`config.mk`:
```
export PLATFORM = sky130hd
export DESIGN_NAME = scrubbed_bank_top
export DESIGN_NICKNAME = d
export VERILOG_FILES = /design/src/verilog/scrub_pkg.sv /design/src/verilog/secded_enc.sv /design/src/verilog/secded_dec.sv /design/src/verilog/ecc_sram_bank.sv /design/src/verilog/ecc_scrubber.sv /design/src/verilog/scrubbed_bank_top.sv
export SDC_FILE = /design/constraint.sdc
export NUM_CORES = 2
export LEC_CHECK = 0
export BUFFER_PORTS_ARGS = -buffer_cell sky130_fd_sc_hd__buf_2
export CAP_MARGIN = 20
export CORE_ASPECT_RATIO = 1.2
export CORE_UTILIZATION = 65
export CTS_BUF_LIST = sky130_fd_sc_hd__clkbuf_2 sky130_fd_sc_hd__clkbuf_4 sky130_fd_sc_hd__clkbuf_8
export CTS_CLUSTER_DIAMETER = 100
export DETAILED_ROUTE_END_ITERATION = 8
export PLACE_DENSITY_LB_ADDON = 0.3
export SLEW_MARGIN = 10
export SYNTH_ARGS = -nofsm -noshare
export SYNTH_HDL_FRONTEND = slang
export SYNTH_HIERARCHICAL = 1
export SYNTH_SLANG_ARGS = --single-unit
```
`constraint.sdc`:
```
create_clock -name clk_i -period 7.8 [get_ports clk_i]
set_input_delay 0.78 -clock clk_i [delete_from_list [all_inputs] [get_ports clk_i]]
set_output_delay 0.78 -clock clk_i [all_outputs]
set_load 0.005 [all_outputs]
```
`src/verilog/scrub_pkg.sv`:
```
/* ECC bank shared definitions
   Code widths, word types, decode result and the Hsiao check matrix */
package scrub_pkg;

  // User data and stored codeword widths
  localparam int unsigned DATA_W = 32;
  localparam int unsigned CODE_W = 39;
  // Check bits sit above the data in every codeword
  localparam int unsigned CHK_W  = CODE_W - DATA_W;

  // Error class bit positions
  localparam int unsigned ErrCorBit = 0;
  localparam int unsigned ErrUncBit = 1;

  typedef logic [DATA_W-1:0] data_t;
  // Stored codeword, also used as the fault-injection flip mask
  typedef logic [CODE_W-1:0] code_t;
  typedef logic [CHK_W-1:0]  syndrome_t;
  // Bit 0 corrected, bit 1 uncorrectable, zero clean
  typedef logic [1:0]        ecc_err_t;

  // Result of one decoded word
  typedef struct packed {
    data_t    data;
    ecc_err_t err;
  } dec_res_t;

  // H-matrix columns for data bits 0 to 31
  // All weight three, all distinct, so no data column aliases a check bit
  localparam syndrome_t HsiaoCol [DATA_W] = '{
    7'h07, 7'h0B, 7'h13, 7'h23,
    7'h43, 7'h0D, 7'h15, 7'h25,
    7'h45, 7'h19, 7'h29, 7'h49,
    7'h31, 7'h51, 7'h61, 7'h0E,
    7'h16, 7'h26, 7'h46, 7'h1A,
    7'h2A, 7'h4A, 7'h32, 7'h52,
    7'h62, 7'h1C, 7'h2C, 7'h4C,
    7'h34, 7'h54, 7'h64, 7'h38
  };
  // Check bit k has the unit column 1 << k

endpackage

```
`src/verilog/secded_enc.sv`:
```
/* Hsiao (39,32) SECDED encoder
   Appends seven check bits, each the parity of one row of the H-matrix */
module secded_enc (
  input  scrub_pkg::data_t data_i,
  output scrub_pkg::code_t code_o
);

  // One data mask per check bit, taken row-wise from the column table
  scrub_pkg::data_t [scrub_pkg::CHK_W-1:0] row_mask;
  scrub_pkg::syndrome_t                    check;

  // Transpose the column table into parity groups
  always_comb begin
    for (int r = 0; r < scrub_pkg::CHK_W; r++) begin
      for (int c = 0; c < scrub_pkg::DATA_W; c++) begin
        row_mask[r][c] = scrub_pkg::HsiaoCol[c][r];
      end
    end
  end

  // Even parity over each group
  always_comb begin
    for (int r = 0; r < scrub_pkg::CHK_W; r++) begin
      check[r] = ^(data_i & row_mask[r]);
    end
  end

  // Check bits on top, data below
  assign code_o = {check, data_i};

endmodule

```
`src/verilog/secded_dec.sv`:
```
/* Hsiao (39,32) SECDED decoder
   Builds the syndrome, corrects single-bit errors and classifies the word */
module secded_dec (
  input  scrub_pkg::code_t     code_i,
  output scrub_pkg::dec_res_t  res_o,
  output scrub_pkg::syndrome_t syndrome_o
);

  scrub_pkg::data_t     data_in;
  scrub_pkg::syndrome_t chk_in;
  scrub_pkg::syndrome_t syndrome;
  scrub_pkg::data_t     data_fix;
  scrub_pkg::ecc_err_t  err;
  logic                 col_hit;

  // Split the stored codeword
  assign data_in = code_i[scrub_pkg::DATA_W-1:0];
  assign chk_in  = code_i[scrub_pkg::CODE_W-1:scrub_pkg::DATA_W];

  // Syndrome as XOR of the columns of all set bits
  always_comb begin
    syndrome = chk_in;
    for (int c = 0; c < scrub_pkg::DATA_W; c++) begin
      if (data_in[c]) begin
        syndrome = syndrome ^ scrub_pkg::HsiaoCol[c];
      end
    end
  end

  // Correction and error class
  always_comb begin
    data_fix = data_in;
    err      = '0;
    col_hit  = 1'b0;
    if (syndrome != '0) begin
      if (^syndrome) begin
        // Odd weight, look for the matching data column
        for (int c = 0; c < scrub_pkg::DATA_W; c++) begin
          if (syndrome == scrub_pkg::HsiaoCol[c]) begin
            data_fix[c] = ~data_in[c];
            col_hit     = 1'b1;
          end
        end
        // Unit syndrome means a flipped check bit, data is intact
        if ((syndrome & (syndrome - 1'b1)) == '0) begin
          col_hit = 1'b1;
        end
        if (col_hit) begin
          err[scrub_pkg::ErrCorBit] = 1'b1;
        end else begin
          // Odd weight but no column, at least three flips
          data_fix                  = data_in;
          err[scrub_pkg::ErrUncBit] = 1'b1;
        end
      end else begin
        // Even weight nonzero, double error
        err[scrub_pkg::ErrUncBit] = 1'b1;
      end
    end
  end

  assign res_o.data = data_fix;
  assign res_o.err  = err;
  assign syndrome_o = syndrome;

endmodule

```
`src/verilog/ecc_sram_bank.sv`:
```
/* Multi-way codeword storage
   Per-way request mask, shared address, one-cycle registered read */
module ecc_sram_bank #(
  parameter int unsigned NumWays   = 2,
  parameter int unsigned BankDepth = 16
) (
  input  logic                                  clk_i,
  input  logic                                  rst_ni,
  input  logic             [NumWays-1:0]        req_i,
  input  logic                                  we_i,
  input  logic             [$clog2(BankDepth)-1:0] addr_i,
  input  scrub_pkg::code_t                      wcode_i,
  output scrub_pkg::code_t [NumWays-1:0]        rcode_o
);

  localparam int unsigned AddrW = $clog2(BankDepth);

  // Storage array with one column of words per way
  scrub_pkg::code_t mem_q [NumWays][BankDepth];
  // Read register
  scrub_pkg::code_t [NumWays-1:0] rcode_q;

  // Write into every requested way
  always_ff @(posedge clk_i) begin
    for (int w = 0; w < NumWays; w++) begin
      if (req_i[w] && we_i) begin
        mem_q[w][addr_i] <= wcode_i;
      end
    end
  end

  // Reads load the requested ways
  // Unrequested ways keep their last value
  always_ff @(posedge clk_i or negedge rst_ni) begin
    if (!rst_ni) begin
      rcode_q <= '0;
    end else begin
      for (int w = 0; w < NumWays; w++) begin
        if (req_i[w] && !we_i) begin
          rcode_q[w] <= mem_q[w][addr_i];
        end
      end
    end
  end

  assign rcode_o = rcode_q;

  // A single entry leaves no address bits
  initial begin
    if (AddrW == 0) begin
      $error("BankDepth needs at least two entries");
    end
  end

endmodule

```
`src/verilog/ecc_scrubber.sv`:
```
/* Background ECC scrubber
   Walks the bank in idle interconnect cycles and writes back corrected words */
module ecc_scrubber #(
  parameter int unsigned NumWays   = 2,
  parameter int unsigned BankDepth = 16
) (
  input  logic                                     clk_i,
  input  logic                                     rst_ni,
  input  logic                                     scrub_en_i,
  output logic                                     bit_corrected_o,
  output logic                                     uncorrectable_o,
  // Interconnect request
  input  logic             [NumWays-1:0]           intc_req_i,
  input  logic                                     intc_we_i,
  input  logic             [$clog2(BankDepth)-1:0] intc_addr_i,
  input  scrub_pkg::code_t                         intc_wcode_i,
  // Bank request
  output logic             [NumWays-1:0]           bank_req_o,
  output logic                                     bank_we_o,
  output logic             [$clog2(BankDepth)-1:0] bank_addr_o,
  output scrub_pkg::code_t                         bank_wcode_o,
  // Bank read data, one cycle after the request
  input  scrub_pkg::code_t [NumWays-1:0]           bank_rcode_i
);

  localparam int unsigned AddrW = $clog2(BankDepth);

  typedef enum logic [1:0] {
    Idle,
    Read,
    Check
  } scrub_state_e;

  scrub_state_e state_d, state_q;

  logic [AddrW-1:0] scrub_addr_d, scrub_addr_q;
  logic [AddrW-1:0] next_addr;
  logic             intc_busy;

  // Scrubber's own request
  logic [NumWays-1:0] scrub_req;
  logic               scrub_we;

  // Decoded ways and the repair choice
  scrub_pkg::dec_res_t [NumWays-1:0] way_res;
  logic [NumWays-1:0]                fix_mask;
  scrub_pkg::data_t                  fix_data;
  scrub_pkg::code_t                  fix_code;
  logic                              any_uncorr;

  assign intc_busy = |intc_req_i;

  // Address advances modulo the bank depth
  assign next_addr = (scrub_addr_q == AddrW'(BankDepth - 1)) ? '0 : scrub_addr_q + 1'b1;

  // Own decoders, independent of the interconnect read path
  for (genvar w = 0; w < NumWays; w++) begin : gen_way_dec
    secded_dec u_way_dec (
      .code_i     (bank_rcode_i[w]),
      .res_o      (way_res[w]),
      .syndrome_o ()
    );
  end

  // First correctable way wins, any uncorrectable way is flagged
  always_comb begin
    fix_mask   = '0;
    fix_data   = '0;
    any_uncorr = 1'b0;
    for (int w = 0; w < NumWays; w++) begin
      if (fix_mask == '0 && way_res[w].err[scrub_pkg::ErrCorBit]) begin
        fix_mask[w] = 1'b1;
        fix_data    = way_res[w].data;
      end
      any_uncorr = any_uncorr | way_res[w].err[scrub_pkg::ErrUncBit];
    end
  end

  // Re-encode so the check bits are repaired too
  secded_enc u_fix_enc (
    .data_i (fix_data),
    .code_o (fix_code)
  );

  // Bank port, interconnect always has priority
  always_comb begin
    if (intc_busy) begin
      bank_req_o   = intc_req_i;
      bank_we_o    = intc_we_i;
      bank_addr_o  = intc_addr_i;
      bank_wcode_o = intc_wcode_i;
    end else begin
      bank_req_o   = scrub_req;
      bank_we_o    = scrub_we;
      bank_addr_o  = scrub_addr_q;
      bank_wcode_o = fix_code;
    end
  end

  // Scrub FSM
  always_comb begin
    state_d         = state_q;
    scrub_addr_d    = scrub_addr_q;
    scrub_req       = '0;
    scrub_we        = 1'b0;
    bit_corrected_o = 1'b0;
    uncorrectable_o = 1'b0;
    unique case (state_q)
      Idle: begin
        if (scrub_en_i) begin
          state_d = Read;
        end
      end
      Read: begin
        // Read all ways, only lands when the interconnect is idle
        scrub_req = '1;
        if (!intc_busy) begin
          state_d = Check;
        end
      end
      Check: begin
        if (fix_mask == '0) begin
          // Nothing to repair, report and move on
          uncorrectable_o = any_uncorr;
          scrub_addr_d    = next_addr;
          state_d         = Idle;
        end else begin
          scrub_req = fix_mask;
          scrub_we  = 1'b1;
          if (intc_busy) begin
            // Word may have been rewritten, read it again
            state_d = Read;
          end else begin
            bit_corrected_o = 1'b1;
            uncorrectable_o = any_uncorr;
            scrub_addr_d    = next_addr;
            state_d         = Idle;
          end
        end
      end
      default: begin
        state_d = Idle;
      end
    endcase
  end

  always_ff @(posedge clk_i or negedge rst_ni) begin
    if (!rst_ni) begin
      state_q      <= Idle;
      scrub_addr_q <= '0;
    end else begin
      state_q      <= state_d;
      scrub_addr_q <= scrub_addr_d;
    end
  end

endmodule

```
`src/verilog/scrubbed_bank_top.sv`:
```
/* Scrubbed ECC bank top level
   Write encoder with fault injection, scrubber, storage and read decoders */
module scrubbed_bank_top #(
  parameter int unsigned NumWays   = 2,
  parameter int unsigned BankDepth = 16
) (
  input  logic                                        clk_i,
  input  logic                                        rst_ni,
  input  logic                                        scrub_en_i,
  // Interconnect port, no handshake
  input  logic                [NumWays-1:0]           intc_req_i,
  input  logic                                        intc_we_i,
  input  logic                [$clog2(BankDepth)-1:0] intc_addr_i,
  input  scrub_pkg::data_t                            intc_wdata_i,
  input  scrub_pkg::code_t                            intc_flip_i,
  output scrub_pkg::dec_res_t [NumWays-1:0]           intc_rdata_o,
  // Scrub status pulses
  output logic                                        bit_corrected_o,
  output logic                                        uncorrectable_o
);

  localparam int unsigned AddrW = $clog2(BankDepth);

  scrub_pkg::code_t intc_code;
  scrub_pkg::code_t intc_wcode;

  // Bank port driven by the scrubber
  logic             [NumWays-1:0] bank_req;
  logic                           bank_we;
  logic             [AddrW-1:0]   bank_addr;
  scrub_pkg::code_t               bank_wcode;
  scrub_pkg::code_t [NumWays-1:0] bank_rcode;

  // Interconnect write encoding
  secded_enc u_intc_enc (
    .data_i (intc_wdata_i),
    .code_o (intc_code)
  );

  // Fault injection after the encoder
  assign intc_wcode = intc_code ^ intc_flip_i;

  ecc_scrubber #(
    .NumWays   (NumWays),
    .BankDepth (BankDepth)
  ) u_scrubber (
    .clk_i           (clk_i),
    .rst_ni          (rst_ni),
    .scrub_en_i      (scrub_en_i),
    .bit_corrected_o (bit_corrected_o),
    .uncorrectable_o (uncorrectable_o),
    .intc_req_i      (intc_req_i),
    .intc_we_i       (intc_we_i),
    .intc_addr_i     (intc_addr_i),
    .intc_wcode_i    (intc_wcode),
    .bank_req_o      (bank_req),
    .bank_we_o       (bank_we),
    .bank_addr_o     (bank_addr),
    .bank_wcode_o    (bank_wcode),
    .bank_rcode_i    (bank_rcode)
  );

  ecc_sram_bank #(
    .NumWays   (NumWays),
    .BankDepth (BankDepth)
  ) u_bank (
    .clk_i   (clk_i),
    .rst_ni  (rst_ni),
    .req_i   (bank_req),
    .we_i    (bank_we),
    .addr_i  (bank_addr),
    .wcode_i (bank_wcode),
    .rcode_o (bank_rcode)
  );

  // Interconnect read path, one decoder per way
  for (genvar w = 0; w < NumWays; w++) begin : gen_rd_dec
    secded_dec u_rd_dec (
      .code_i     (bank_rcode[w]),
      .res_o      (intc_rdata_o[w]),
      .syndrome_o ()
    );
  end

endmodule

```
==> impl_metrics.csv <==
group,metric,value,unit
run_status,status,"finished, final reports clean",
critical_path,path_cells,"xnor3_1 > xor2_1 > xnor3_1 > inv_1 > ha_1 > xnor2_1 > xnor3_1 > and2_1 > nand2_1 > a32oi_1 > nor2b_2 > a21oi_1 > o21bai_1 > nand2_1 > or3_1 > nor2_4 > buf_4",
synth,syn_avg_cell_area,15.7,sq um
synth,synthAdderAreaFrac,0.951,%
critical_path,critPathKind,"reg -> reg",
global_route,grt.overflow.total,0,
route,drt-pass1-iter-count,7,
route,wirelength,162000,microns
synth,synth_xor_area_share,9.87,%
sta,fin_setup_tns,0,ns
sta,setup_viol,0,
sta,hold_ws,0.300,ns
cts,clockBufferDepth,3,
synth,synthFlopType,"edfxtp_1",
final_layout,drive_gt1_share,17.6,%
synth,syn-num-nets,4074,
floorplanning,die_w,284,microns
floorplanning,start_util,65.7,%
global_route,grt_antenna_before_repair,5,
synth,yosysWarnings,6,
route,via_per_inst,6.53,
cts,insertion_delay,0.85,ns
synth,synth_compound_area_share,5.62,%
global_route,grt_pass1_wl,232000,microns
global_route,grtUsageTotal,33.5,%
place,place_ws,1.20,ns
critical_path,critPathRequiredTime,8.32,ns
synth,synth-seq-cells,1332,
route,antenna_left,0,
floorplanning,pin_count,151,
floorplanning,dieArea,96300,sq um
synth,synth_top_area_share,60.6,%
cts,cts-root-buf,"clkbuf_8",
sta,relSlewSlack,25.2,%
sta,fin_worst_skew,0.0377,ns
critical_path,critPathSlowestCell,"nor2_4",
place,dpl.hpwl,103000,microns
cts,clk_pin_slew_worst_paths,0.07,ns
global_route,grt_max_degree,120,
sta,hold_viol,0,
floorplanning,num_rows,123,
critical_path,cp_top_family,"simple AND/OR/NAND/NOR gates",
route,wl_per_cell,29.3,microns
synth,synth_mux_area_share,11.7,%
sta,final.setup.worst_slack,1.04,ns
synth,synth_area_leaders,"edfxtp_1, mux2i_1, xnor2_1",
final_layout,final_common_cell,"edfxtp_1",
place,placed_cells,5173,
sta,rsz0062_at_grt,"no",
floorplanning,core_area,94000,sq um
cts,cts_sinks,1332,
place,portBuffers,150,
final_layout,fin_cells,5505,
synth,netlist_area,61800,sq um
cts,post_cts_resized,0,
synth,syn_inst,3946,
synth,synth_edf_count,1248,
floorplanning,die-height,340,microns
cts,cts_htree_levels,4,
final_layout,area_growth,8.34,%
flow_run,maxCapViolCount,0,
critical_path,crit_path_frequent_cell,"xnor3_1",
route,drtIter0Drc,4356,
critical_path,arrival,7.29,ns
synth,seq_area_frac_synth,64.0,%
cts,cts_buffers,175,
route,drc_errors,0,
sta,worst_pin_slew,1.12,ns
route,vias,36000,
sta,fin_crit_sh,86.7,%
critical_path,critical-path-max-stage-delay,0.74,ns
critical_path,endpoint_kind,"flip-flop",
synth,yosysTopAreaCell,"edfxtp_1",
sta,fin_crit,6.76,ns
synth,synth_top_family_by_area,"multiplexers",
critical_path,start_kind,"flip-flop",
sta,slew_violations,0,
synth,synth_simple_gate_area_share,4.49,%
hold_path,hold_path.class,"in -> reg",
sta,max_freq,148,MHz
cts,cts_tree,"built",
place,place.gp.congestion,0.959,
global_route,grt_pass1_vias,34800,
critical_path,crit_path_max_fanout,25,
critical_path,cp_num_buf_inv,2,
final_layout,layout_common_cells,"edfxtp_1, mux2i_1, nor2_1, xnor2_1, clkbuf_8",
synth,ys_async_sr_fraction,6.31,%
final_layout,fin_nets,4229,
synth,synthDistinctLibCells,83,
-- cell families after synthesis --
family	count (synthesis)
AOI/OAI and AO/OA	503
DFF	1332
and+or+nand+nor	607
xor gates and xnor gates	538
muxes	610
buffers and inverters	309
adders and majority gates	47
-- stage by stage --
stage	utilization, %	cell area (sq um)
global placement	67.3	63300
CTS	71.2	67000
finish	71.2	67000
global route	71.2	67000
floorplan	-	61800
detailed placement	67.3	63300
-- sequential cells by signal, indices dropped and copies added (netlist names) --
| signal | cells |
|---|---|
| u_bank/mem_q | 1248 |
| u_bank/rcode_o | 78 |
| u_scrubber/scrub_addr_q | 4 |
| u_scrubber/state_q | 2 |
-- cells in the mapped netlist (all sizes together) (5+ instances only) --
cell type  number
or2             9
o22ai         162
o21ai          61
dfrtp          84
o21bai          5
a22o           33
o211a           6
or3b            5
or3             7
clkbuf         76
inv            40
nand2b         12
mux2i         484
xnor2         275
nand4           7
nand3          75
and2            9
nand3b          9
a2bb2oi        26
nor2          296
xnor3          94
xor2          169
a22oi           5
edfxtp       1248
mux2           48
a311oi          6
a31oi          85
o211ai          6
buf           193
nor2b           6
nand2         130
a221oi         54
nor3           25
a32oi           6
ha             47
and3            6
mux4           78
a21oi          22
-- layout make-up --
type                            count  area [sq um]
Multi-Input combinational cell   2305         20500
Clock inverter                     71           561
Clock buffer                      257          3100
Tap cell                         1250          1560
Antenna cell                        3          7.51
Timing Repair Buffer              247          1550
Fill cell                        5817         27100
Sequential cell                  1332         39600
Inverter                           40           150
-- routing by layer --
metal / global-route usage, % / vias to the layer above / part of all wire (%)
li1: - / 15400 / -
met1: 46.4 / 18000 / 38
met2: 52.6 / 2309 / 47
met3: 7.61 / 305 / 11
met4: 12.3 / 0 / 3.5
met5: 0 / - / 0
-- timing repair --
action,CTS,global route
hold buffers,1,0
endpoints found under the hold margin,34,0
setup buffers,0,0
setup endpoints to repair,0,0
-- worst paths after layout --
path | slack [ns] | cells after the start | start | endpoint
max reg2reg | 1.04 | 17 | u_bank/rcode_o[62]$_DFFE_PN0P_ | u_bank/mem_q[0][1212]$_DFFE_PP_
max in group asynchronous | 6.02 | 3 | rst_ni | u_bank/rcode_o[30]$_DFFE_PN0P_
min in group asynchronous | 0.54 | 2 | rst_ni | u_bank/rcode_o[75]$_DFFE_PN0P_
min | 0.30 | 2 | scrub_en_i | u_scrubber/state_q[0]$_DFFE_PN0P_
max | 1.04 | 17 | u_bank/rcode_o[62]$_DFFE_PN0P_ | u_bank/mem_q[0][1212]$_DFFE_PP_
min reg2reg | 0.58 | 1 | u_scrubber/scrub_addr_q[3]$_DFFE_PN0P_ | u_scrubber/scrub_addr_q[3]$_DFFE_PN0P_
Power is not shown: default switching activity piles up to over one toggle a cycle in this logic, so the estimate is an artifact.
